[config.mk]
export PLATFORM = sky130hd
export DESIGN_NAME = register_file
export DESIGN_NICKNAME = d
export VERILOG_FILES = /design/src/verilog/isa_pkg.sv /design/src/verilog/register_file.sv
export VERILOG_INCLUDE_DIRS = /design/src /design/src/verilog
export SDC_FILE = /design/constraint.sdc
export NUM_CORES = 1
export LEC_CHECK = 0
export ABC_AREA = 0
export BUFFER_PORTS_ARGS = -buffer_cell sky130_fd_sc_hd__buf_2
export CORE_ASPECT_RATIO = 1.4
export CORE_MARGIN = 2
export CORE_UTILIZATION = 30
export DETAILED_ROUTE_END_ITERATION = 7
export GPL_ROUTABILITY_DRIVEN = 0
export PLACE_DENSITY = 0.43
export SLEW_MARGIN = 10
export SYNTH_ARGS = -nofsm -noshare
export SYNTH_HDL_FRONTEND = slang
export SYNTH_SLANG_ARGS = --single-unit
[constraint.sdc]
create_clock -name clk -period 3.03 [get_ports clk]
set_clock_uncertainty 0.2 [all_clocks]
set_input_delay 0.4545 -clock clk [delete_from_list [all_inputs] [get_ports clk]]
set_output_delay 0.4545 -clock clk [all_outputs]
set_load 0.02 [all_outputs]
[src/verilog/cpu_defines.svh]
`ifndef CPU_DEFINES_SVH
`define CPU_DEFINES_SVH

// datapath width in bits
`define WORD_W 16

// number of architectural registers
`define REG_CNT 16

// depth of each memory in 16-bit words
`define MEM_WORDS 1024

// the memory index is taken from the byte address
// with bit 0 dropped

`endif

[src/verilog/isa_pkg.sv]
`include "cpu_defines.svh"

package isa_pkg;

	// one data or address word
	typedef logic [`WORD_W-1:0] word_t;

	// register number as found in the rd/rs/rt fields
	typedef logic [$clog2(`REG_CNT)-1:0] reg_idx_t;

	// opcode in instruction bits 15:12
	// RED and PADDSB are kept so the encoding is complete
	typedef enum logic [3:0] {
		OP_ADD    = 4'b0000,
		OP_SUB    = 4'b0001,
		OP_RED    = 4'b0010,
		OP_XOR    = 4'b0011,
		OP_SLL    = 4'b0100,
		OP_SRA    = 4'b0101,
		OP_ROR    = 4'b0110,
		OP_PADDSB = 4'b0111,
		OP_LW     = 4'b1000,
		OP_SW     = 4'b1001,
		OP_LLB    = 4'b1010,
		OP_LHB    = 4'b1011,
		OP_B      = 4'b1100,
		OP_BR     = 4'b1101,
		OP_PCS    = 4'b1110,
		OP_HLT    = 4'b1111
	} opcode_e;

	// branch condition in bits 11:9
	typedef enum logic [2:0] {
		COND_NE     = 3'b000,
		COND_EQ     = 3'b001,
		COND_GT     = 3'b010,
		COND_LT     = 3'b011,
		COND_GE     = 3'b100,
		COND_LE     = 3'b101,
		COND_OV     = 3'b110,
		COND_UNCOND = 3'b111
	} cond_e;

endpackage

[src/verilog/register_file.sv]
`timescale 1ns/10ps
`include "cpu_defines.svh"

module register_file (
	input  logic              clk,
	input  logic              rst_n,
	input  isa_pkg::reg_idx_t src1,
	input  isa_pkg::reg_idx_t src2,
	input  isa_pkg::reg_idx_t dst,
	input  logic              write,
	input  isa_pkg::word_t    dst_data,
	output isa_pkg::word_t    src1_data,
	output isa_pkg::word_t    src2_data
);

	isa_pkg::word_t regs [`REG_CNT];

	// reset clears every register and wins over a write
	always_ff @(posedge clk) begin
		if (!rst_n) begin
			for (int i = 0; i < `REG_CNT; i++) begin
				regs[i] <= '0;
			end
		end else if (write && dst != '0) begin
			regs[dst] <= dst_data;
		end
	end

	// r0 is hardwired to zero
	assign src1_data = (src1 == '0) ? '0 : regs[src1];
	assign src2_data = (src2 == '0) ? '0 : regs[src2];

endmodule

==> key figures <==
Status
  – Outcome: finished clean

Placed design
  – Place WS: between 0.015 and 0.02 ns
  – Placed Instance Area: 14400 sq um
  – IO Port Bufs: 62
  – HPWL after DPL: 28.6 mm

Clocking
  – CTS sink cnt: 241
  – Hold-fix buffers at CTS: 0
  – CTS Root Cell: clkbuf_16
  – TritonCTS clock tree: done
  – H-tree depth: 1
  – Post-CTS Setup Inserts: 0
  – CTS buffer count: 25
  – Clk slew on worst S/H paths: 0.06 ns
  – CTS max path bufs: 3

Critical path
  – Crit path cell chain: buf_4 > buf_12 > buf_12 > mux2i_1 > o22ai_1 > a2111oi_1 > a21oi_1 > buf_2
  – Critical Path Most Common Cell: buf_12
  – Worst Path Required: roughly 2.4 ns
  – Critical path's slowest cell: a2111oi_1
  – CP max stage delay: 0.53 ns
  – Worst EP arrival: about 2.3 ns
  – WS Path Type: primary input to output pin
  – Startpoint types: primary input
  – Critical Path Source: src1[1]
  – CP endpoint kind: output pin
  – Critical-path maximum fanout: 25

Pwr
  – P per Cell Area: 539 nW/um^2
  – Tot Pwr: 8.18 mW
  – VDD IR max: 0.000341 V
  – Leakage power: 5.50 nW

Layout
  – Top Registers: regs (241)
  – Fin area: 15200 sq um
  – Area growth syn-to-layout: 15.7%
  – Max reg flops: ~240
  – Most flop-heavy register: regs
  – Fillers: 4198
  – Post-layout nets: 1036
  – Share of cells above drive strength 1: 27.4%
  – Fin util: 35.2%

STA
  – Slew Limit Fails: 0
  – RSZ-0062 raised after global routing: false
  – Max Clock Freq: ~0.34 GHz
  – Setup slack after layout: 0.0923 ns
  – Final setup vio count: 0
  – Relative slew slack: 25.2%
  – Fin Setup TNS: 0 ns
  – Final hold vios: 0
  – Min cycle time layout: between 2 and 3 ns
  – Worst-Margin Slew: 1.12 ns
  – Final worst-path cycle share: 97.0%

Yosys
  – Synth Flop Type: edfxtp_1
  – Async set-reset flop share out of synthesis: 0%
  – XOR/XNOR Fraction of Synth Area: 0%
  – EDFF count, synth: 241
  – Compound-Gate Fraction of Synth Area: 6.12%
  – Post-synthesis mux area share: a little over a fifth
  – Sequential cell area fraction in the yosys report: a little under three fifths
  – Syn Nets: 962
  – Commonest cells in the netlist: 241 x and2_1, 241 x edfxtp_1, 105 x mux2i_1
  – Adder-cell share of the synthesized area: 0%
  – Syn Inst Count: 931
  – Synth Area in Simple Gates: around 15%
  – Synthesized area per cell: 14.1 sq um
  – Unique cell type count in the Yosys netlist: 36
  – Post-synthesis register bit count: 241
  – Area leader, netlist: edfxtp_1
  – Mapped cell area: 13100 sq um
  – Synth Warn #: 0
  – Share of the synthesized area in the top cell type: roughly 55%
  – Largest family of logic cells by synthesized area: multiplexers
  – Synth top area cells: edfxtp_1 55%, mux4_2 11%, and2_1 11%, mux2i_1 8.0%, a21oi_1 1.8%

Floorplanning
  – DIE AREA: 45500 sq um
  – I/O Pins: between 60 and 70
  – Starting Density: 30.4%
  – Core area: 43100 sq um
  – Die Width: 181 um
  – # rows: 90
  – Die Y: between 200 and 300 um

Detailed routing
  – DRC violations left: 0
  – Via count: ~8000
  – Post-Route WL: 41.8 mm
  – First-pass DRT Iterations: 6
  – Via-to-Cell Ratio: 5.10
  – Wirelength per Cell: 26.5 um
  – ANT nets after route: 0
  – Initial DRC count: 533

Min path
  – Hold Path Class: primary input to register
  – Worst Hold Endpoint: regs[10][10]$_SDFFCE_PN0P_
  – Worst Hold Launch: dst_data[10]
  – Worst hold path depth: 2

GRT
  – Largest net degree at the start of global routing: 31
  – GRT overflow: 0
  – Met1 GRT Util: 23.2%
  – Met3 Usage GRT: 1.44%
  – Grt peak-use layer: met2
  – Met2 Use GR: 34.1%
  – Tot GR Track Use: about 18%
  – First-pass GRT wire length: 61.2 mm
  – Initial antenna violation count: 0
  – Number of global-route vias before repair: roughly 8500

Job
  – # Max-Cap Violations: 0
## repair_timing
item,CTS,global route
hold endpoints to repair,0,0
resized for setup,0,3
setup endpoints to repair,0,3
## area by class of cell
| cell class | count | area, sq um | share of cell area (%) |
|---|---|---|---|
| Multi-Input combinational cell | 605 | 5530 | 36.4 |
| Clock buffer | 28 | 637 | 4.19 |
| Antenna cell | 1 | 2.50 | 0.0165 |
| Clock inverter | 17 | 159 | 1.05 |
| Tap cell | 552 | 691 | 4.55 |
| Sequential cell | 241 | 7240 | 47.7 |
| Inverter | 2 | 7.51 | 0.0494 |
| Timing Repair Buffer | 130 | 926 | 6.10 |
## kinds of logic after synthesis
group,count (synthesis)
buffers and inverters,85
DFF,241
and+or+nand+nor,294
muxes,189
other,1
AOI/OAI and AO/OA,121
## how the worst max path moves through the flow
stage                                to  cells past startpoint
4_1_cts                    src1_data[8]                      8
3_3_place_gp               src1_data[8]                      8
2_1_floorplan  regs[6][0]$_SDFFCE_PN0P_                      3
5_1_grt                    src1_data[6]                      6
3_5_place_dp               src1_data[8]                      8
6_report                   src1_data[8]                      8
## worst max-delay path: cells and delay by family
kind / cells / cell delay (ns)
multiplexers: 1 / 0.23
AO/OA/AOI/OAI: 3 / 0.80
buffers and inverters: 4 / 0.79
## where the power goes
part,internal [mW],leakage (nW),switching (mW)
combinational,0.443,2.81,0.659
clock,1.76,0.390,1.35
sequential,3.86,2.30,0.0993
## routing by layer
layer | share of wire [%] | wire length (um)
met1 | 42 | 17600
met4 | 2.2 | 908
met5 | 0 | 0
met2 | 53 | 22100
met3 | 2.7 | 1130
## placed cells by master (no fill, tap or decap), types with 8 or more instances in the layout
cell and count:
mux2_2 17, nor2_2 9, and2_1 241, nand2b_1 10, buf_4 62, clkbuf_16 25, a2111oi_0 12, buf_2 60
edfxtp_1 241, a22oi_1 15, mux2i_1 105, o21ai_2 9, a21oi_1 47, nor2_1 15, mux4_2 67, o22ai_1 14
a221o_1 15, buf_12 8
## metrics by stage
stage / hold slack, ns / instances
global placement: 0.752 / 1530
global route: 0.215 / 1575
detailed placement: 0.753 / 1530
floorplan: 0.453 / 931
CTS: 0.185 / 1575
finish: 0.203 / 1576
Note: power is estimated with default switching activity, not from simulation.
