$ cat config.mk
export PLATFORM = sky130hd
export DESIGN_NAME = control_unit
export DESIGN_NICKNAME = d
export VERILOG_FILES = /design/src/verilog/isa_pkg.sv /design/src/verilog/ctrl_pkg.sv /design/src/verilog/control_unit.sv
export VERILOG_INCLUDE_DIRS = /design/src /design/src/verilog
export SDC_FILE = /design/constraint.sdc
export NUM_CORES = 1
export LEC_CHECK = 0
export ABC_CLOCK_PERIOD_IN_PS = 1430
export BUFFER_PORTS_ARGS = -buffer_cell sky130_fd_sc_hd__buf_2
export CAP_MARGIN = 20
export CORE_AREA = 5 5 42 44
export DETAILED_ROUTE_END_ITERATION = 16
export DIE_AREA = 0 0 47 49
export SYNTH_ARGS = -nofsm -noshare
export SYNTH_HDL_FRONTEND = slang
export SYNTH_SLANG_ARGS = --single-unit
$ cat constraint.sdc
create_clock -name vclk -period 1.43
set_input_delay 0.143 -clock vclk [all_inputs]
set_output_delay 0.143 -clock vclk [all_outputs]
set_load 0.02 [all_outputs]
$ cat src/verilog/cpu_defines.svh
`ifndef CPU_DEFINES_SVH
`define CPU_DEFINES_SVH

// datapath width in bits
`define WORD_W 16

// number of architectural registers
`define REG_CNT 16

// depth of each memory in 16-bit words
`define MEM_WORDS 1024

// the memory index is taken from the byte address
// with bit 0 dropped

`endif

$ cat src/verilog/isa_pkg.sv
`include "cpu_defines.svh"

package isa_pkg;

	// one data or address word
	typedef logic [`WORD_W-1:0] word_t;

	// register number as found in the rd/rs/rt fields
	typedef logic [$clog2(`REG_CNT)-1:0] reg_idx_t;

	// opcode in instruction bits 15:12
	// RED and PADDSB are kept so the encoding is complete
	typedef enum logic [3:0] {
		OP_ADD    = 4'b0000,
		OP_SUB    = 4'b0001,
		OP_RED    = 4'b0010,
		OP_XOR    = 4'b0011,
		OP_SLL    = 4'b0100,
		OP_SRA    = 4'b0101,
		OP_ROR    = 4'b0110,
		OP_PADDSB = 4'b0111,
		OP_LW     = 4'b1000,
		OP_SW     = 4'b1001,
		OP_LLB    = 4'b1010,
		OP_LHB    = 4'b1011,
		OP_B      = 4'b1100,
		OP_BR     = 4'b1101,
		OP_PCS    = 4'b1110,
		OP_HLT    = 4'b1111
	} opcode_e;

	// branch condition in bits 11:9
	typedef enum logic [2:0] {
		COND_NE     = 3'b000,
		COND_EQ     = 3'b001,
		COND_GT     = 3'b010,
		COND_LT     = 3'b011,
		COND_GE     = 3'b100,
		COND_LE     = 3'b101,
		COND_OV     = 3'b110,
		COND_UNCOND = 3'b111
	} cond_e;

endpackage

$ cat src/verilog/ctrl_pkg.sv
package ctrl_pkg;

	// flag vector, bit 2 is Z, bit 1 is V, bit 0 is N
	typedef logic [2:0] flags_t;

	localparam int FLAG_Z = 2;
	localparam int FLAG_V = 1;
	localparam int FLAG_N = 0;

	// what the register file gets written with
	typedef enum logic [2:0] {
		WB_ALU = 3'd0,
		WB_MEM = 3'd1,
		WB_PCS = 3'd2,
		WB_LLB = 3'd3,
		WB_LHB = 3'd4
	} wb_src_e;

	// alu operation, same as the low three opcode bits
	typedef enum logic [2:0] {
		ALU_ADD = 3'b000,
		ALU_SUB = 3'b001,
		ALU_XOR = 3'b011,
		ALU_SLL = 3'b100,
		ALU_SRA = 3'b101,
		ALU_ROR = 3'b110
	} alu_op_e;

endpackage

$ cat src/verilog/control_unit.sv
`timescale 1ns/10ps

module control_unit (
	input  isa_pkg::opcode_e  opcode,
	output logic              reg_write,
	output logic              mem_read,
	output logic              mem_write,
	output logic              alu_src,
	output ctrl_pkg::flags_t  flag_wen,
	output ctrl_pkg::wb_src_e wb_src,
	output logic              halt
);

	always_comb begin
		// everything off, RED and PADDSB fall through as no-ops
		reg_write = 1'b0;
		mem_read  = 1'b0;
		mem_write = 1'b0;
		alu_src   = 1'b0;
		flag_wen  = 3'b000;
		wb_src    = ctrl_pkg::WB_ALU;
		halt      = 1'b0;
		case (opcode)
			isa_pkg::OP_ADD, isa_pkg::OP_SUB: begin
				reg_write = 1'b1;
				flag_wen  = 3'b111;
			end
			isa_pkg::OP_XOR: begin
				reg_write = 1'b1;
				flag_wen  = 3'b100;
			end
			// shift amount comes from the immediate field
			isa_pkg::OP_SLL, isa_pkg::OP_SRA, isa_pkg::OP_ROR: begin
				reg_write = 1'b1;
				alu_src   = 1'b1;
				flag_wen  = 3'b100;
			end
			isa_pkg::OP_LW: begin
				reg_write = 1'b1;
				mem_read  = 1'b1;
				wb_src    = ctrl_pkg::WB_MEM;
			end
			// store leaves the register file alone
			isa_pkg::OP_SW:  mem_write = 1'b1;
			isa_pkg::OP_LLB: begin
				reg_write = 1'b1;
				wb_src    = ctrl_pkg::WB_LLB;
			end
			isa_pkg::OP_LHB: begin
				reg_write = 1'b1;
				wb_src    = ctrl_pkg::WB_LHB;
			end
			isa_pkg::OP_PCS: begin
				reg_write = 1'b1;
				wb_src    = ctrl_pkg::WB_PCS;
			end
			isa_pkg::OP_HLT: halt = 1'b1;
			default: ;
		endcase
	end

endmodule

==> out/results.md <==
| Parameter | Reported | Unit |
| --- | --- | --- |
| Post-synth top area cell | sky130_fd_sc_hd__buf_4 | - |
| Distinct cells, synth | 15 | - |
| Hold Path Depth | 3 | - |
| Post-layout net count | 36 | - |
| Final period utilization | 68.0 | % |
| Die area | 2300 | um^2 |
| Top achievable clock speed | 1030 | MHz |
| Synth Cell Area | 155 | um^2 |
| Worst path slowest cell | sky130_fd_sc_hd__a21bo_1 | - |
| CP Cell Sequence | buf_2 > a21bo_1 > o22ai_1 > buf_2 | - |
| Worst Hold Launch | opcode[3] | - |
| Count of TritonRoute iterations in the first routing pass | 2 | - |
| Setup repair after global routing missed its margin | false | - |
| Fraction of layout instances using a drive strength above 1 | 53.3 | % |
| Kind of end point of the critical path | output pin | - |
| Overflow left after global routing | 0 | - |
| # diodes | 0 | - |
| Area share of the largest cell type after synthesis | 19.4 | % |
| I/O pin total | 15 | - |
| Residual antenna-violating net count after detailed routing | 0 | - |
| Worst hold slack | 0.661 | ns |
| Setup crit start kind | input pin | - |
| Number of design rule violations left after detail routing | 0 | - |
| Area of the core region | 1400 | um^2 |
| Post-Route WL | 433 | um |
| Tightest Pin Transition | 0.216 | ns |
| Area added between synthesis and finish | 38.7 | % |
| Initial detailed-routing violation count | 2 | - |
| Wire length of the first global-routing pass | 731 | um |
| Floorplan row count | 14 | - |
| Number of instances resized during post-cts repair | 0 | - |
| Count of clock buffers in the final design | 0 | - |
| Cells after synthesis | 20 | - |
| Maximum vdd ir drop | 0.0524 | mV |
| Register cell area after layout | 0 | um^2 |
| Maximum fanout count along the critical path | 10 | - |
| Layout fillers | 168 | - |
| Hold Path Sink | flag_wen[2] | - |
| Status | complete, no violations | - |
| Number of endpoints with negative hold slack in the final report | 0 | - |
| Worst-case headroom to the max-slew limit | 85.5 | % |
| Crit-path max cell delay | 0.22 | ns |
| Worst Path Required | 1.29 | ns |
| Setup fix buffers added after clock tree synthesis | 0 | - |
| Number of global-route vias before repair | 153 | - |
| All-Layer GR Usage | 3.93 | % |
| Seq/Total Area, Yosys | 0 | % |
| Number of antenna violations at the first check in global routing | 0 | - |
| Total power divided by cell area | 313 | nW/um^2 |
| Max Cap Viol | 0 | - |
| Instance area at placement | 215 | um^2 |
| Max Slew Vio Count | 0 | - |
| Hold-fix buffers, CTS | 0 | - |
| Syn. warnings | 0 | - |
| Synthesized Nets | 24 | - |
| Final core utilization | 15.4 | % |
| Detailed-route via count | 179 | - |
| Sequential cell count | 0 | - |
| Leakage power figure | 0.118 | nW |
| Dominant cell type by count on the critical path | sky130_fd_sc_hd__buf_2 | - |
| Input/output buffers | 15 | - |
| Average size of a mapped cell | 7.76 | um^2 |
| Final min period | 0.972 | ns |
| Detailed placer's ending HPWL | 365 | um |
| WS Path Type | input pin to output pin | - |
| Via density per instance | 3.89 | - |
| Die extent in y | 49 | um |
| Per-cell routed wire length | 9.41 | um |
| Die extent in x | 47 | um |
| Largest net degree at the start of global routing | 12 | - |
| Setup Viol. Count Final | 0 | - |
| Total Negative Setup Slacks | 0 | ns |
| Post-route standard cell area excluding fillers | 215 | um^2 |
| Weighted congestion at the end of routability-driven global placement | 0.494 | - |
| Top area cells in the synthesized netlist | sky130_fd_sc_hd__buf_4 (19%), sky130_fd_sc_hd__and4_1 (11%), sky130_fd_sc_hd__nor4b_2 (9.7%) | - |
| Starting Density | 11.1 | % |
| Worst min-delay path class | input pin to output pin | - |
| Final total power | 0.0674 | mW |
| Arrival time at the worst endpoint | 0.83 | ns |
## how the worst max path moves through the flow
stage	startpoint	endpoint	slack, ns
6_report	opcode[1]	reg_write	0.46
5_1_grt	opcode[1]	reg_write	0.34
4_1_cts	opcode[1]	reg_write	0.44
3_5_place_dp	opcode[1]	reg_write	0.44
3_3_place_gp	opcode[1]	reg_write	0.46
2_1_floorplan	opcode[1]	flag_wen[1]	0.18
## area by class of cell
cell class | instances | area (um^2) | area share (%)
well taps | 16 | 20.0 | 9.30
inverters | 1 | 3.75 | 1.74
repair buffers | 15 | 75.1 | 34.9
multi-input cells | 14 | 116 | 54.1
## placed cells by master, fill, tap and decap left out
master,n
sky130_fd_sc_hd__inv_1,1
sky130_fd_sc_hd__a21oi_1,1
sky130_fd_sc_hd__and4_1,2
sky130_fd_sc_hd__o22ai_1,1
sky130_fd_sc_hd__nor3b_1,1
sky130_fd_sc_hd__nor3_1,2
sky130_fd_sc_hd__nor4b_2,1
sky130_fd_sc_hd__a211oi_1,1
sky130_fd_sc_hd__a21bo_1,1
sky130_fd_sc_hd__buf_2,15
sky130_fd_sc_hd__o21a_1,1
sky130_fd_sc_hd__xnor2_1,1
sky130_fd_sc_hd__and3b_1,1
sky130_fd_sc_hd__and4bb_1,1
## stage by stage
step / std cells / setup WS, ns
global placement: 46 / 0.463
floorplan: 20 / 0.182
finish: 46 / 0.458
detailed placement: 46 / 0.436
CTS: 46 / 0.436
global route: 46 / 0.338
## cells in the mapped netlist
| master | count |
|---|---|
| sky130_fd_sc_hd__a211oi_1 | 1 |
| sky130_fd_sc_hd__a21bo_1 | 1 |
| sky130_fd_sc_hd__a21oi_1 | 1 |
| sky130_fd_sc_hd__and3b_1 | 1 |
| sky130_fd_sc_hd__and4_1 | 2 |
| sky130_fd_sc_hd__and4bb_1 | 1 |
| sky130_fd_sc_hd__buf_2 | 1 |
| sky130_fd_sc_hd__buf_4 | 4 |
| sky130_fd_sc_hd__inv_1 | 1 |
| sky130_fd_sc_hd__nor3_1 | 2 |
| sky130_fd_sc_hd__nor3b_1 | 1 |
| sky130_fd_sc_hd__nor4b_2 | 1 |
| sky130_fd_sc_hd__o21a_1 | 1 |
| sky130_fd_sc_hd__o22ai_1 | 1 |
| sky130_fd_sc_hd__xnor2_1 | 1 |
## logic make-up (layout without fill, tap and decap cells)
family | count (synthesis) | count (layout) | share of synthesized area [%]
xor+xnor | 1 | 1 | 5.65
buf+inv | 6 | 16 | 25.0
simple gates | 8 | 8 | 46.0
compound gates | 5 | 5 | 23.4
## critical path: cells and delay by family
kind	cells	cell delay (ns)
compound gates	2	0.33
buf+inv	2	0.35
## per-layer routing
metal	GRT usage, %	vias up	part of all wire (%)
li1	-	93	-
met1	5.43	78	38
met4	0	0	0
met3	0	0	11
met2	7.01	8	50
met5	0	-	0
## power breakdown
part	switching, mW	total, mW	leakage, nW	internal, mW
clock network	0	0	0	0
logic	0.0422	0.0674	0.118	0.0252
registers	0	0	0	0
total	0.0422	0.0674	0.118	0.0252
Note: power is estimated with default switching activity, not from simulation.
