`config.mk`:
```
export PLATFORM = sky130hd
export DESIGN_NAME = pc_control
export DESIGN_NICKNAME = d
export VERILOG_FILES = /design/src/verilog/isa_pkg.sv /design/src/verilog/ctrl_pkg.sv /design/src/verilog/pc_control.sv
export VERILOG_INCLUDE_DIRS = /design/src /design/src/verilog
export SDC_FILE = /design/constraint.sdc
export NUM_CORES = 1
export LEC_CHECK = 0
export BUFFER_PORTS_ARGS = -buffer_cell sky130_fd_sc_hd__buf_2
export CAP_MARGIN = 20
export CORE_ASPECT_RATIO = 0.5
export CORE_MARGIN = 2
export CORE_UTILIZATION = 46
export DETAILED_ROUTE_END_ITERATION = 6
export GPL_ROUTABILITY_DRIVEN = 0
export PLACE_DENSITY = 0.77
export SLEW_MARGIN = 25
export SYNTH_ARGS = -nofsm -noshare
export SYNTH_HDL_FRONTEND = slang
export SYNTH_SLANG_ARGS = --single-unit
```
`constraint.sdc`:
```
create_clock -name clk -period 3.2 [get_ports clk]
set_clock_uncertainty 0.2 [all_clocks]
set_input_delay 0.16 -clock clk [delete_from_list [all_inputs] [get_ports clk]]
set_output_delay 0.16 -clock clk [all_outputs]
set_load 0.02 [all_outputs]
```
`src/verilog/cpu_defines.svh`:
```
`ifndef CPU_DEFINES_SVH
`define CPU_DEFINES_SVH

// datapath width in bits
`define WORD_W 16

// number of architectural registers
`define REG_CNT 16

// depth of each memory in 16-bit words
`define MEM_WORDS 1024

// the memory index is taken from the byte address
// with bit 0 dropped

`endif

```
`src/verilog/isa_pkg.sv`:
```
`include "cpu_defines.svh"

package isa_pkg;

	// one data or address word
	typedef logic [`WORD_W-1:0] word_t;

	// register number as found in the rd/rs/rt fields
	typedef logic [$clog2(`REG_CNT)-1:0] reg_idx_t;

	// opcode in instruction bits 15:12
	// RED and PADDSB are kept so the encoding is complete
	typedef enum logic [3:0] {
		OP_ADD    = 4'b0000,
		OP_SUB    = 4'b0001,
		OP_RED    = 4'b0010,
		OP_XOR    = 4'b0011,
		OP_SLL    = 4'b0100,
		OP_SRA    = 4'b0101,
		OP_ROR    = 4'b0110,
		OP_PADDSB = 4'b0111,
		OP_LW     = 4'b1000,
		OP_SW     = 4'b1001,
		OP_LLB    = 4'b1010,
		OP_LHB    = 4'b1011,
		OP_B      = 4'b1100,
		OP_BR     = 4'b1101,
		OP_PCS    = 4'b1110,
		OP_HLT    = 4'b1111
	} opcode_e;

	// branch condition in bits 11:9
	typedef enum logic [2:0] {
		COND_NE     = 3'b000,
		COND_EQ     = 3'b001,
		COND_GT     = 3'b010,
		COND_LT     = 3'b011,
		COND_GE     = 3'b100,
		COND_LE     = 3'b101,
		COND_OV     = 3'b110,
		COND_UNCOND = 3'b111
	} cond_e;

endpackage

```
`src/verilog/ctrl_pkg.sv`:
```
package ctrl_pkg;

	// flag vector, bit 2 is Z, bit 1 is V, bit 0 is N
	typedef logic [2:0] flags_t;

	localparam int FLAG_Z = 2;
	localparam int FLAG_V = 1;
	localparam int FLAG_N = 0;

	// what the register file gets written with
	typedef enum logic [2:0] {
		WB_ALU = 3'd0,
		WB_MEM = 3'd1,
		WB_PCS = 3'd2,
		WB_LLB = 3'd3,
		WB_LHB = 3'd4
	} wb_src_e;

	// alu operation, same as the low three opcode bits
	typedef enum logic [2:0] {
		ALU_ADD = 3'b000,
		ALU_SUB = 3'b001,
		ALU_XOR = 3'b011,
		ALU_SLL = 3'b100,
		ALU_SRA = 3'b101,
		ALU_ROR = 3'b110
	} alu_op_e;

endpackage

```
`src/verilog/pc_control.sv`:
```
`timescale 1ns/10ps

module pc_control (
	input  logic             clk,
	input  logic             rst_n,
	input  logic             halt,
	input  isa_pkg::opcode_e opcode,
	input  isa_pkg::cond_e   cond,
	input  logic [8:0]       offset,
	input  isa_pkg::word_t   branch_target,
	input  ctrl_pkg::flags_t flags,
	output isa_pkg::word_t   pc,
	output isa_pkg::word_t   pc_plus2
);

	localparam int W = $bits(isa_pkg::word_t);

	logic           taken;
	logic           z, v, n;
	isa_pkg::word_t b_target;
	isa_pkg::word_t pc_next;

	assign z = flags[ctrl_pkg::FLAG_Z];
	assign v = flags[ctrl_pkg::FLAG_V];
	assign n = flags[ctrl_pkg::FLAG_N];

	assign pc_plus2 = pc + isa_pkg::word_t'(2);

	// word offset, so shifted left by one and sign extended
	assign b_target = pc_plus2 + {{(W-10){offset[8]}}, offset, 1'b0};

	// condition check against the current flags
	always_comb begin
		case (cond)
			isa_pkg::COND_NE:     taken = !z;
			isa_pkg::COND_EQ:     taken = z;
			isa_pkg::COND_GT:     taken = !z && !n;
			isa_pkg::COND_LT:     taken = n;
			isa_pkg::COND_GE:     taken = z || !n;
			isa_pkg::COND_LE:     taken = z || n;
			isa_pkg::COND_OV:     taken = v;
			default:              taken = 1'b1;
		endcase
	end

	always_comb begin
		case (opcode)
			isa_pkg::OP_B:  pc_next = taken ? b_target : pc_plus2;
			isa_pkg::OP_BR: pc_next = taken ? branch_target : pc_plus2;
			default:        pc_next = pc_plus2;
		endcase
	end

	// hlt keeps refetching itself, so pc stays put until reset
	always_ff @(posedge clk) begin
		if (!rst_n) begin
			pc <= '0;
		end else if (!halt) begin
			pc <= pc_next;
		end
	end

endmodule

```
==> run metrics, run 1 <==
leading area contributor after synthesis=dfxtp_1; TritonCTS clock tree=built; worst path arrival time=around 3 ns; dpl cells=381; worst hold endpoint=pc[0]; mux cell area share after synthesis=0.0252; Top reg by flops=pc; Ys Warns=0; DR vias=approximately 2,400; fin nets=approximately 390; CTS buffer count=3; post-place instance area=approximately 0.0024 mm^2; Critical Path Start Type=register; row count=16; Mapped Area=approximately 0.0020 mm^2; hold path start=branch_target[0]; FFs w/ async S/R, synth=0; Mapped Cells=roughly 260; fin area=~0.0026 mm^2; max reg flops=16; Fin. Hold Viols=0; Routed wire per std cell=around 16 um; largest family of logic cells by synthesized area=compound AO/OA/AOI/OAI gates; setup violators final=0; vias per cell=6.10; Core Region=approximately 0.004 mm^2; Yosys cell types=56; Initial DRC Count=approximately 140; diodes inserted=0; Worst Tran Pin Value=a little under 0.8 ns; syn_nets=about 320; final WL=6170 um; worst reg2reg path depth=11; Adder-Cell Fraction of Synth Area=0.111; Top Usage Layer GRT=met2; Pleak=between 1 and 1.5 nW; Area contributors post-synth=dfxtp_1, ha_1, nand2_1; hold depth=3; share of layout cells above drive strength 1=0.315; # clock sinks=16; CTS root buffer=clkbuf_8; crit path kind=reg -> reg; M2 GR Usage=0.439; worst rel slew slack=0.468; Crit Reg-Reg Endpoint=pc[14]; Top Registers=pc: 16 flops; H-tree depth=1; die footprint=a little under 0.005 mm^2; FF-to-FF Start=pc[2]; RSZ-0062 raised after global routing=false; Maximum Capacitance Violations=0; Initial Utilization=0.493; post-synthesis register bit count=16; residual DRC count=0; Critical Path Sink Type=register; I/O pins=70; fin crit period=3.05 ns; HP Class=in -> reg; Die Wd=around 97 um; post-synthesis simple-gate area fraction=0.258; setup slack, reg-to-reg=about 0.15 ns; outcome=complete, no violations; Worst EP required=roughly 3.2 ns; Slew Limit Fails=0; Worst-Skew Late Latency=0.26 ns; Tot GR Track Use=0.256; number of nets with antenna violations after routing=0; predominant post-synthesis flop cell=dfxtp_1; final setup TNS=0 ns; met1 usage in global routing=0.341; M3 GR Usage=0.0446; most common cell in the netlist=nand2_1; Avg Synthesized Cell Area=approximately 7.6 um^2; largest net degree at the start of global routing=27; post-route insts no fill=387; dpl hpwl=about 4700 um; register area share after synthesis=0.161; IO Port Bufs=about 70; Worst Path Max Fanout=7; Longest Clk Path Bufs=2; Vert. Die Dim=roughly 50 um; PwrDens=274 mW/mm^2; Clk pin slew, worst setup/hold paths=0.07 ns; initial antenna violation count=0; grt ovf=0; Post-Synth XOR/XNOR Area=0.0951; Commonest cells post-synth=nand2_1, dfxtp_1, ha_1, nor2_1, o21ai_0; EDFF count, synth=0; top cell type's share of synthesized area=0.161; first drt pass iteration count=5; Tot Pwr=between 700 and 800 uW; first-pass GRT wire length=10,100 um; number of global-route vias before repair=~2,100; Highest Clock Rate=328 MHz; synthesis-to-finish area growth=28.5%; Worst VDD drop=roughly 0.17 mV; Compound-Gate Fraction of Synth Area=0.304; final period utilization=0.954
-- kinds of logic after synthesis --
group | after synthesis
multiplexers | 5
AO/OA/AOI/OAI | 85
adder cells (fa/ha/maj) | 17
XOR/XNOR | 20
flip-flops | 16
buffers and inverters | 21
AND/OR/NAND/NOR | 98
-- per-stage QoR --
stage	hold slack, ns	worst slack [ns]	util
2_1_floorplan	0.123	0.00274	-
3_3_place_gp	0.239	0.114	0.608
3_5_place_dp	0.244	0.0205	0.608
4_1_cts	0.0625	0.0100	0.627
5_1_grt	0.104	0.00579	0.634
6_report	0.0593	0.147	0.634
-- layer usage --
| layer | part of all wire | up-vias | wire (um) |
|---|---|---|---|
| met5 | 0 | - | 0 |
| met4 | 0.014 | 0 | 86 |
| met3 | 0.080 | 9 | 492 |
| met2 | 0.46 | 122 | 2810 |
| met1 | 0.45 | 1094 | 2770 |
| li1 | - | 1137 | - |
-- worst max path at each step --
stage | cells past startpoint | startpoint | to | slack [ns]
after global routing | 11 | pc[2] | pc[14] | 0.006
final | 11 | pc[2] | pc[14] | 0.15
after detailed placement | 11 | pc[2] | pc[12] | 0.02
after floorplan | 11 | pc[3] | pc[12] | 0.003
after global placement | 11 | pc[2] | pc[12] | 0.11
after CTS | 11 | pc[2] | pc[12] | 0.01
-- layout make-up --
type,instances,area [um^2]
clock buffer,4,55.1
fill,371,1470
inverter,7,26.3
multi-input combinational,225,1640
sequential,16,324
tap,54,67.6
timing repair buffer,81,440
-- placed cells by master, fill, tap and decap left out, types with 3 or more instances in the layout --
master / netlist / final
or2_2: 3 / 3
nor4_1: 4 / 4
dfxtp_1: 16 / 13
xnor2_1: 11 / 8
inv_1: 7 / 7
nand2_1: 26 / 26
or3_1: 3 / 3
nand4_1: 6 / 6
mux2i_1: 5 / 5
nand3_1: 11 / 11
buf_4: 2 / 10
clkbuf_8: 0 / 4
a21o_1: 4 / 4
a21boi_1: 4 / 4
o211ai_1: 9 / 9
buf_2: 3 / 69
a21boi_0: 4 / 4
ha_1: 16 / 15
a31oi_1: 5 / 5
and3_1: 8 / 8
nor3_1: 6 / 6
nor2_1: 16 / 16
dfxtp_2: 0 / 3
a211o_1: 4 / 4
a21oi_1: 12 / 12
o21ai_0: 14 / 13
xor2_1: 8 / 7
o21a_1: 5 / 5
a211oi_1: 6 / 6
-- repair_timing --
action	4_1_cts	5_1_grt
endpoints found under the hold margin	2	0
setup endpoints to repair	0	6
resized for setup	0	8
hold buffers	2	0
setup buffers	0	0
-- power by group --
group	switching, mW	internal (mW)
Sequential	0.0130	0.209
Combinational	0.167	0.122
Clock	0.0794	0.110
Total	0.259	0.441
-- critical path: stages, from the launching register on --
cell,delay (ns)
dfxtp_2,0.40
ha_4,0.19
nand3_1,0.10
or2_2,0.34
xnor2_4,0.15
ha_1,0.32
and3_1,0.16
and3_1,0.17
a211o_1,0.34
o221ai_1,0.25
mux2i_1,0.22
o21ai_0,0.10
Power figures use the tool's default switching activity.
==> run 2, diff against run 1 <==
CORE_ASPECT_RATIO = 1.25   (was 0.5)
==> run 2 against run 1 <==
Sequential cell count is the same. Power fell by 0.13%. Sequential share of layout area shrank 0.11 points. Via count increased by 0.13%. Count of clock-buffer cells in the layout is the same. Highest routed layer unchanged. Die area is 0.59% lower. Largest power group unchanged. Critical path type unchanged. Hold slack improved by 0.0067 ns.
==> run metrics, run 2 (same netlist as run 1, synthesis figures left out) <==
crit path kind=reg -> reg; Worst Path Max Fanout=6; Setup Buffers After CTS=0; synthesis-to-finish area growth=29.6%; number of global-route vias before repair=~2,300; Tot Pwr=between 600 and 700 uW; first drt pass iteration count=4; number of nets with antenna violations after routing=0; H-tree depth=1; outcome=complete, no violations; RSZ-0062 raised after global routing=true; die footprint=just under 0.005 mm^2; worst hold slack=0.0660 ns; Critical Path Sink Type=register; Clk pin slew, worst setup/hold paths=around 0.07 ns; Longest Clk Path Bufs=2; most frequent cells in the layout=buf_2, nand2_1, nor2_1, ha_1; Routed wire per std cell=between 15 and 20 um; row count=26; residual DRC count=0; final WL=6350 um; Maximum Capacitance Violations=0; Critical Path Start Type=register; setup slack, reg-to-reg=about 0.11 ns; CTS root buffer=clkbuf_8; largest net degree at the start of global routing=28; worst reg2reg path depth=10; fin nets=393; HP Class=in -> reg; diodes inserted=0; Top Registers=pc: 16 flops; final period utilization=0.967; Top reg by flops=pc; Worst EP required=between 3 and 4 ns; Worst VDD drop=around 0.22 mV; Clock Power Share=0.264; commonest non-fill, non-tap cell in the layout=buf_2; worst path arrival time=3.04 ns; Flop pwr share=0.315; Die Wd=between 60 and 70 um; grt ovf=0; P_sw=roughly 260 uW; dpl hpwl=between 4000 and 5000 um; FF-to-FF Start=pc[5]; DR vias=2,365; switching portion of total power=0.367; Core Region=0.00413 mm^2; internal power=roughly 440 uW; initial antenna violation count=0; max reg flops=16; worst hold endpoint=pc[0]; combinational share of power=0.421; FILL cells=about 400; Vert. Die Dim=roughly 77 um; share of layout cells above drive strength 1=0.320; I/O pins=70; worst rel slew slack=0.467; Worst Tran Pin Value=about 0.79 ns; PwrDens=around 270 mW/mm^2; # clock sinks=16; first-pass GRT wire length=10,300 um; TritonCTS clock tree=built; Initial Utilization=0.481; fin area=about 0.0026 mm^2; CTS buffer count=3; hold depth=3; Fin. Hold Viols=0; Tot GR Track Use=0.262; Initial DRC Count=166; Crit Reg-Reg Endpoint=pc[12]; setup violators final=0; Worst-Skew Late Latency=0.25 ns; crit path launch=pc[5]; Pleak=between 1 and 1.5 nW; Slew Limit Fails=0; Highest Clock Rate=323 MHz; post-place instance area=0.00248 mm^2; fin crit period=3.09 ns; vias per cell=6.02; hold path start=branch_target[0]; IO Port Bufs=69
-- run 2: repair_timing --
action                                  4_1_cts  5_1_grt
gates resized for setup                       0        6
endpoints found under the setup margin        0        3
hold buffers                                  2        0
hold endpoints to repair                      2        0
-- run 2: worst max-delay path by stage --
stage / to / slack, ns / cells after the start
detailed placement: pc[12] / 0.13 / 10
finish: pc[12] / 0.11 / 10
CTS: pc[12] / 0.09 / 10
global route: pc[12] / -0.05 / 10
floorplan: pc[12] / 0.003 / 11
global placement: pc[12] / 0.17 / 10
-- run 2: layout make-up --
class                   count  area [um^2]  share of cell area
clock buffers               4         55.1              0.0214
flip-flops and latches     16          324               0.126
well taps                  56         70.1              0.0272
inverters                   7         26.3              0.0102
repair buffers             85          470               0.183
multi-input cells         225         1630               0.632
-- run 2: worst max-delay path: stages, from the launching register on --
cell and delay [ns]:
dfxtp_1 0.42, and4_2 0.33, nand2_1 0.10, xnor2_2 0.25
ha_1 0.35, and3_1 0.21, and3_1 0.18, a211o_1 0.37
a311oi_2 0.32, xor2_1 0.15, o21ai_0 0.09
-- run 2: stage by stage --
stage / TNS, ns / std cells / utilization / setup slack (ns)
after floorplan: 0 / 262 / - / 0.00274
after global placement: 0 / 387 / 0.600 / 0.168
after detailed placement: 0 / 387 / 0.600 / 0.130
after CTS: 0 / 393 / 0.618 / 0.0944
after global routing: -0.0530 / 393 / 0.623 / -0.0461
final: 0 / 393 / 0.623 / 0.106
-- run 2: power groups by stage --
stage	Combinational, mW	Sequential (mW)	Clock, mW
detailed placement	0.286	0.225	0
global placement	0.281	0.224	0
global route	0.324	0.221	0.197
finish	0.294	0.221	0.184
floorplan	0.176	0.237	0
CTS	0.289	0.220	0.189
-- run 2: per-layer routing --
| metal | global-route usage | vias up | routed length (um) |
|---|---|---|---|
| met3 | 0.0333 | 23 | 460 |
| met5 | 0 | - | 0 |
| met2 | 0.482 | 130 | 3160 |
| met4 | 0.111 | 0 | 293 |
| met1 | 0.301 | 1067 | 2440 |
| li1 | - | 1145 | - |
