`src/verilog/cpu_defines.svh`:
```
`ifndef CPU_DEFINES_SVH
`define CPU_DEFINES_SVH

// datapath width in bits
`define WORD_W 16

// number of architectural registers
`define REG_CNT 16

// depth of each memory in 16-bit words
`define MEM_WORDS 1024

// the memory index is taken from the byte address
// with bit 0 dropped

`endif

```
`src/verilog/isa_pkg.sv`:
```
`include "cpu_defines.svh"

package isa_pkg;

	// one data or address word
	typedef logic [`WORD_W-1:0] word_t;

	// register number as found in the rd/rs/rt fields
	typedef logic [$clog2(`REG_CNT)-1:0] reg_idx_t;

	// opcode in instruction bits 15:12
	// RED and PADDSB are kept so the encoding is complete
	typedef enum logic [3:0] {
		OP_ADD    = 4'b0000,
		OP_SUB    = 4'b0001,
		OP_RED    = 4'b0010,
		OP_XOR    = 4'b0011,
		OP_SLL    = 4'b0100,
		OP_SRA    = 4'b0101,
		OP_ROR    = 4'b0110,
		OP_PADDSB = 4'b0111,
		OP_LW     = 4'b1000,
		OP_SW     = 4'b1001,
		OP_LLB    = 4'b1010,
		OP_LHB    = 4'b1011,
		OP_B      = 4'b1100,
		OP_BR     = 4'b1101,
		OP_PCS    = 4'b1110,
		OP_HLT    = 4'b1111
	} opcode_e;

	// branch condition in bits 11:9
	typedef enum logic [2:0] {
		COND_NE     = 3'b000,
		COND_EQ     = 3'b001,
		COND_GT     = 3'b010,
		COND_LT     = 3'b011,
		COND_GE     = 3'b100,
		COND_LE     = 3'b101,
		COND_OV     = 3'b110,
		COND_UNCOND = 3'b111
	} cond_e;

endpackage

```
`src/verilog/ctrl_pkg.sv`:
```
package ctrl_pkg;

	// flag vector, bit 2 is Z, bit 1 is V, bit 0 is N
	typedef logic [2:0] flags_t;

	localparam int FLAG_Z = 2;
	localparam int FLAG_V = 1;
	localparam int FLAG_N = 0;

	// what the register file gets written with
	typedef enum logic [2:0] {
		WB_ALU = 3'd0,
		WB_MEM = 3'd1,
		WB_PCS = 3'd2,
		WB_LLB = 3'd3,
		WB_LHB = 3'd4
	} wb_src_e;

	// alu operation, same as the low three opcode bits
	typedef enum logic [2:0] {
		ALU_ADD = 3'b000,
		ALU_SUB = 3'b001,
		ALU_XOR = 3'b011,
		ALU_SLL = 3'b100,
		ALU_SRA = 3'b101,
		ALU_ROR = 3'b110
	} alu_op_e;

endpackage

```
`src/verilog/alu.sv`:
```
`timescale 1ns/10ps

module alu (
	input  logic              clk,
	input  logic              rst_n,
	input  ctrl_pkg::alu_op_e op,
	input  isa_pkg::word_t    a,
	input  isa_pkg::word_t    b,
	input  ctrl_pkg::flags_t  flag_wen,
	output isa_pkg::word_t    result,
	output ctrl_pkg::flags_t  flags
);

	localparam int W = $bits(isa_pkg::word_t);

	isa_pkg::word_t   sum;
	isa_pkg::word_t   diff;
	logic [2*W-1:0]   rot;
	logic             v_add;
	logic             v_sub;
	ctrl_pkg::flags_t new_flags;

	assign sum  = a + b;
	assign diff = a - b;

	// signed overflow, operand signs against result sign
	assign v_add = (a[W-1] == b[W-1]) && (sum[W-1] != a[W-1]);
	assign v_sub = (a[W-1] != b[W-1]) && (diff[W-1] != a[W-1]);

	// rotate right via a doubled word
	assign rot = {a, a} >> b[3:0];

	always_comb begin
		case (op)
			ctrl_pkg::ALU_ADD: result = sum;
			ctrl_pkg::ALU_SUB: result = diff;
			ctrl_pkg::ALU_XOR: result = a ^ b;
			ctrl_pkg::ALU_SLL: result = a << b[3:0];
			ctrl_pkg::ALU_SRA: result = isa_pkg::word_t'($signed(a) >>> b[3:0]);
			ctrl_pkg::ALU_ROR: result = rot[W-1:0];
			default:           result = '0;
		endcase
	end

	always_comb begin
		new_flags[ctrl_pkg::FLAG_Z] = (result == '0);
		new_flags[ctrl_pkg::FLAG_V] = (op == ctrl_pkg::ALU_SUB) ? v_sub : v_add;
		new_flags[ctrl_pkg::FLAG_N] = result[W-1];
	end

	// each flag only moves when its enable is set
	always_ff @(posedge clk) begin
		if (!rst_n) begin
			flags <= '0;
		end else begin
			for (int i = 0; i < $bits(ctrl_pkg::flags_t); i++) begin
				if (flag_wen[i]) begin
					flags[i] <= new_flags[i];
				end
			end
		end
	end

endmodule

```
`config.mk`:
```
export PLATFORM = sky130hd
export DESIGN_NAME = alu
export DESIGN_NICKNAME = d
export VERILOG_FILES = /design/src/verilog/isa_pkg.sv /design/src/verilog/ctrl_pkg.sv /design/src/verilog/alu.sv
export VERILOG_INCLUDE_DIRS = /design/src /design/src/verilog
export SDC_FILE = /design/constraint.sdc
export NUM_CORES = 1
export LEC_CHECK = 0
export BUFFER_PORTS_ARGS = -buffer_cell sky130_fd_sc_hd__buf_2
export CAP_MARGIN = 40
export CORE_MARGIN = 2
export CORE_UTILIZATION = 49
export CTS_BUF_LIST = sky130_fd_sc_hd__clkbuf_8
export DETAILED_ROUTE_END_ITERATION = 12
export PLACE_DENSITY = 0.7
export SYNTH_ARGS = -nofsm -noshare
export SYNTH_HDL_FRONTEND = slang
export SYNTH_SLANG_ARGS = --single-unit
```
`constraint.sdc`:
```
create_clock -name clk -period 8 [get_ports clk]
set_input_delay 1.6 -clock clk [delete_from_list [all_inputs] [get_ports clk]]
set_output_delay 1.6 -clock clk [all_outputs]
set_load 0.02 [all_outputs]
```
==> results.md, run 1 <==
* Hold Vio Cnt, Final at 0
* Post-CTS setup-driven buffer insertion count at 0
* GPL Wtd Cong at 1.03
* Final setup violation count at 0
* WP data required at between 6 and 7 ns
* Max Cap Viol at 0
* Fin nets at slightly below 700
* FF-to-FF setup slack at slightly above 7 ns
* Row cnt at 32
* CTS Root Cell: clkbuf_8
* WS Path Type: input port to primary output
* Total number of vias at roughly 4800
* CTS tree: done
* Drt pass-1 iters at 6
* R2R cell count at 2
* Worst vdd rail ir drop at 0.0447 mV
* Hold-fix buffers, CTS at 0
* Total die area at ~0.0089 mm^2
* Initial Utilization at 0.511
* Average wire per standard cell at ~22 um
* Most frequent cells in the layout: nand2_1 (58), buf_2 (58), nor2_1 (53), inv_1 (42), a21oi_1 (39)
* Sink Count at 3
* Share of the synthesized area in the top cell type at 0.100
* # H-tree levels at 1
* Largest net degree at the start of global routing at 40
* Syn Area/Cell at slightly below 7 um^2
* Worst Setup SP: b[1]
* Outcome: finished clean
* Share of layout cells above drive strength 1 at 0.173
* Congestion Overflow GR at 0
* Register area share after synthesis at 0.0151
* Detailed router's first-iteration violation count at about 590
* Yosys warns at 0
* Post-route DRC violation count at 0
* CP Capture Type: primary output
* Worst R2R End: flags[1]$_SDFFE_PN0P_
* Initial antenna violation count at 1
* RSZ-0062 raised after global routing: no
* Routed wire length at about 16000 um
* Critical Path Source Type: input port
* Min-Delay Path Class: flop to flop
* Die W at around 94 um
* Vias in the first global route at roughly 4400
* Largest regs: flags (3)
* Tcrit/Tclk final at 0.819
* Vias per std cell at around 6.8
* Die Span Y at roughly 94 um
* Detail Route Antenna Nets at 0
* Post-synthesis instance total at 581
* Final HPWL DP at approximately 12000 um
* Ant. Diodes at 0
* CP arrival at 4.95 ns
* Post-CTS Resized at 0
* Static Leakage at approximately 0.0019 uW
* CTS max path bufs at 2
* Core box area at 0.00781 mm^2
* Area grow syn2layout at 7.97%
* Top cells by area, synth: ha_1 (10%), mux2i_1 (8.0%), mux4_2 (6.8%)
* Mapped Nets at approximately 660
* CTS buffer count at 3
* Reg-to-Reg Start: flags[1]$_SDFFE_PN0P_
* PortBufs at 58
* Critical path fanouts, max at 39
* Setup Skew at 0 ns
* Ports at between 50 and 60
* Post-Synthesis Cell Area at between 0.003 and 0.004 mm^2
* Final Max Slew Viols at 0
* Tmin final at 6.55 ns
* Tot GR Track Use at 0.357
* Rel. slew slack at 0.443
* Later-pin clock latency in the skew report at between 0.2 and 0.25 ns
* TNS Setup at 0 ns
* Fmax at 153 MHz
* Post-synth EDFFs at 0
* Max reg flops at 3
* Area leader, netlist: ha_1
* P per Cell Area at between 90 and 100 mW/mm^2
* Fraction of registers with async set/reset at 0
* Cell variety after synth at approximately 70
* Worst-Margin Slew at around 0.81 ns
* Largest Register: flags
* Global-route wire length before repair at 24500 um
* Worst Setup EP: result[15]
* Hold slack at around 0.50 ns
* Synth Flop Type: dfxtp_1
* Worst-path clk slew at around 0.030 ns
* Register bit count reported by yosys at 3
[critical path, cell delays in order]
cell	delay [ns]
buf_2	0.60
inv_1	0.21
ha_1	0.38
nor2b_1	0.17
o2111a_1	0.25
nor3_1	0.34
o31ai_1	0.18
o41ai_1	0.54
xnor2_1	0.12
o22ai_1	0.21
nor2_1	0.08
inv_1	0.09
buf_2	0.17
[how the worst min path moves through the flow]
| stage | depth (start not counted) | startpoint | to | slack, ns |
|---|---|---|---|---|
| 2_1_floorplan | 2 | flags[2]$_SDFFE_PN0P_ | flags[2]$_SDFFE_PN0P_ | 0.57 |
| 3_3_place_gp | 2 | flags[2]$_SDFFE_PN0P_ | flags[2]$_SDFFE_PN0P_ | 0.49 |
| 3_5_place_dp | 2 | flags[2]$_SDFFE_PN0P_ | flags[2]$_SDFFE_PN0P_ | 0.49 |
| 4_1_cts | 2 | flags[2]$_SDFFE_PN0P_ | flags[2]$_SDFFE_PN0P_ | 0.50 |
| 5_1_grt | 2 | flags[2]$_SDFFE_PN0P_ | flags[2]$_SDFFE_PN0P_ | 0.54 |
| 6_report | 2 | flags[2]$_SDFFE_PN0P_ | flags[2]$_SDFFE_PN0P_ | 0.50 |
[area by class of cell]
| cell class | count | area, um^2 |
|---|---|---|
| Clock buffer | 3 | 41.3 |
| Multi-Input combinational cell | 495 | 3580 |
| Timing Repair Buffer | 65 | 343 |
| Sequential cell | 3 | 60.1 |
| Inverter | 41 | 154 |
| Clock inverter | 1 | 3.75 |
| Tap cell | 102 | 128 |
| Fill cell | 794 | 3500 |
[power by group]
| part | internal, uW | switching, uW |
|---|---|---|
| sequential | 15.8 | 0.311 |
| clock | 32.8 | 11.8 |
| combinational | 124 | 211 |
[cell usage after synthesis, types with 6 or more instances]
master    number
ha_1          32
buf_1          7
nor2b_1        9
nand2b_1       8
mux2_2        18
o21ai_0       36
o22ai_1       17
nor3_1        18
nand2_1       58
a21oi_1       39
a31oi_1        9
nor2_1        53
xnor2_1       13
nand3_1       16
inv_1         41
mux2i_1       32
clkbuf_1      25
mux4_2        12
o211ai_1      15
a211oi_1       6
o31ai_1        7
[logic make-up (layout without fill, tap and decap cells)]
| group | Yosys count | in the layout | share of synthesized area |
|---|---|---|---|
| compound gates | 184 | 184 | 0.309 |
| flops | 3 | 3 | 0.0151 |
| simple gates | 195 | 195 | 0.232 |
| xor+xnor | 17 | 17 | 0.0373 |
| fa+ha+maj | 34 | 34 | 0.110 |
| buf+inv | 83 | 110 | 0.0881 |
| mux | 65 | 65 | 0.209 |
[through the flow]
stage	setup WS, ns	total power (uW)	std cells	utilization	area (um^2)
5_1_grt	1.17	420	710	0.552	4310
4_1_cts	1.55	386	710	0.552	4310
2_1_floorplan	1.63	247	581	-	3990
6_report	1.45	396	710	0.552	4310
3_5_place_dp	1.55	340	706	0.546	4260
3_3_place_gp	1.58	339	706	0.546	4260
[per-layer routing]
layer	up-vias	track usage	share of wire
met1	2233	0.499	0.41
met5	-	0	0
met4	0	0.0978	0.032
li1	2221	-	-
met2	349	0.558	0.43
met3	45	0.0666	0.12
(Power assumes the default switching activity.)
==> run 2: changes to the inputs <==
- clock period: 8 -> 6.5 ns (I/O delays scaled with it)
==> run 2 against run 1 <==
Utilization up 0.19 points. Routed wire length down 1.3%. Final cell count up 0.28%. Non-clock buffer count up 2. First-iteration DRC count down 15%. Sequential power up 23%. Critical path depth unchanged. Critical endpoint is now result[14].
==> results.md, run 2 (synthesis gave the netlist of run 1 again) <==
* Outcome: finished clean
* CTS tree: done
* Setup Skew at 0 ns
* Critical Path Source Type: input port
* Detailed router's first-iteration violation count at ~510
* Worst vdd rail ir drop at 0.0440 mV
* Total number of vias at slightly below 5000
* Final Max Slew Viols at 0
* Row cnt at 32
* Reg power frac at 0.041
* Post-CTS setup-driven buffer insertion count at 0
* Met3 routed WL at around 1700 um
* Comb pwr share at 0.849
* Placed cells at slightly above 700
* Drt pass-1 iters at 7
* WS Path Type: input port to primary output
* Tot GR Track Use at 0.348
* Share of layout cells above drive strength 1 at 0.175
* Ant. Diodes at 0
* Hold-fix buffers, CTS at 0
* Routed wire length at between 15000 and 20000 um
* Detail Route Antenna Nets at 0
* Later-pin clock latency in the skew report at 0.22 ns
* Area grow syn2layout at 8.34%
* Die W at between 90 and 100 um
* CTS Root Cell: clkbuf_8
* Final HPWL DP at about 12000 um
* CTS buffer count at 3
* PortBufs at 58
* Vias in the first global route at roughly 4400
* # fillers at a little over 800
* Rel. slew slack at 0.413
* WL met2 at 6840 um
* Hold Vio Cnt, Final at 0
* Sw Share at 0.562
* CTS max path bufs at 2
* Most frequent cells in the layout: nand2_1 (58), buf_2 (58), nor2_1 (53), inv_1 (42), a21oi_1 (39)
* Min-Delay Path Class: flop to flop
* Core box area at approximately 0.0078 mm^2
* Fin nets at around 690
* Initial Utilization at 0.511
* P per Cell Area at approximately 110 mW/mm^2
* Critical path fanouts, max at 37
* DP Worst Slack at between 0.8 and 0.9 ns
* Post-route DRC violation count at 0
* Pint at ~210 uW
* Largest Register: flags
* Max reg flops at 3
* Final Instance Count excl. Fillers at 712
* Die Span Y at 94.2 um
* Initial antenna violation count at 0
* Tcrit/Tclk final at 0.896
* Congestion Overflow GR at 0
* Largest regs: flags (3)
* GPL Wtd Cong at between 1 and 1.5
* Final worst slack at around 0.68 ns
* Ports at 59
* Tmin final at slightly below 6 ns
* CP arrival at around 4.5 ns
* WP data required at between 5 and 6 ns
* RSZ-0062 raised after global routing: no
* Average wire per standard cell at about 22 um
* Global-route wire length before repair at between 20000 and 25000 um
* Worst-Margin Slew at approximately 0.86 ns
* Static Leakage at ~0.0019 uW
* Fmax at 172 MHz
* Total die area at around 0.0089 mm^2
* Worst-path clk slew at around 0.030 ns
* Max Cap Viol at 0
* Post-CTS Resized at 0
* M1 wire length at roughly 6500 um
* TNS Setup at 0 ns
* P_sw at around 270 uW
* Largest net degree at the start of global routing at 38
* CP Capture Type: primary output
* Sink Count at 3
* Vias per std cell at 6.86
* Top Layer Used: met4
* Final setup violation count at 0
* Clk pwr share at 0.110
* # H-tree levels at 1
## run 2: final timing paths
kind / start / end / slack, ns / depth (start not counted)
max reg2reg: flags[1]$_SDFFE_PN0P_ / flags[1]$_SDFFE_PN0P_ / 5.72 / 2
min reg2reg: flags[2]$_SDFFE_PN0P_ / flags[2]$_SDFFE_PN0P_ / 0.49 / 2
min: flags[2]$_SDFFE_PN0P_ / flags[2]$_SDFFE_PN0P_ / 0.49 / 2
max: b[3] / result[14] / 0.68 / 13
## run 2: per-stage QoR
stage                util  hold WS (ns)  power, uW  area (um^2)
floorplan               -         0.574        304         3990
global placement    0.547         0.487        419         4270
detailed placement  0.548         0.492        420         4280
CTS                 0.554         0.500        476         4320
global route        0.554         0.516        519         4320
finish              0.554         0.493        488         4320
## run 2: critical path, cell delays in order
cell,delay (ns)
buf_2,0.53
inv_1,0.16
ha_1,0.52
nor2_1,0.12
a211oi_1,0.38
a31oi_1,0.22
o21ai_0,0.28
a21o_1,0.15
a21oi_1,0.06
a2bb2oi_1,0.15
xnor2_1,0.14
o21ai_0,0.27
buf_2,0.23
## run 2: final cells by class
type	instances	area, um^2	area share
multi-input cells	495	3580	0.828
repair buffers	67	358	0.0828
inverters	41	154	0.0356
well taps	102	128	0.0295
flip-flops and latches	3	60.1	0.0139
clock buffers	3	41.3	0.00955
clock inverters	1	3.75	0.000869
## run 2: power groups by stage
stage | logic (uW) | clock network [uW] | registers [uW]
after global routing | 443 | 56.1 | 19.9
after detailed placement | 400 | 0 | 20.1
after floorplan | 283 | 0 | 21.2
final | 414 | 53.7 | 19.8
after CTS | 402 | 54.8 | 19.8
after global placement | 398 | 0 | 20.1
## run 2: per-layer routing
layer / up-vias / global-route usage
met5: - / 0
met4: 0 / 0.122
met3: 53 / 0.0385
met2: 331 / 0.554
met1: 2275 / 0.486
li1: 2228 / -
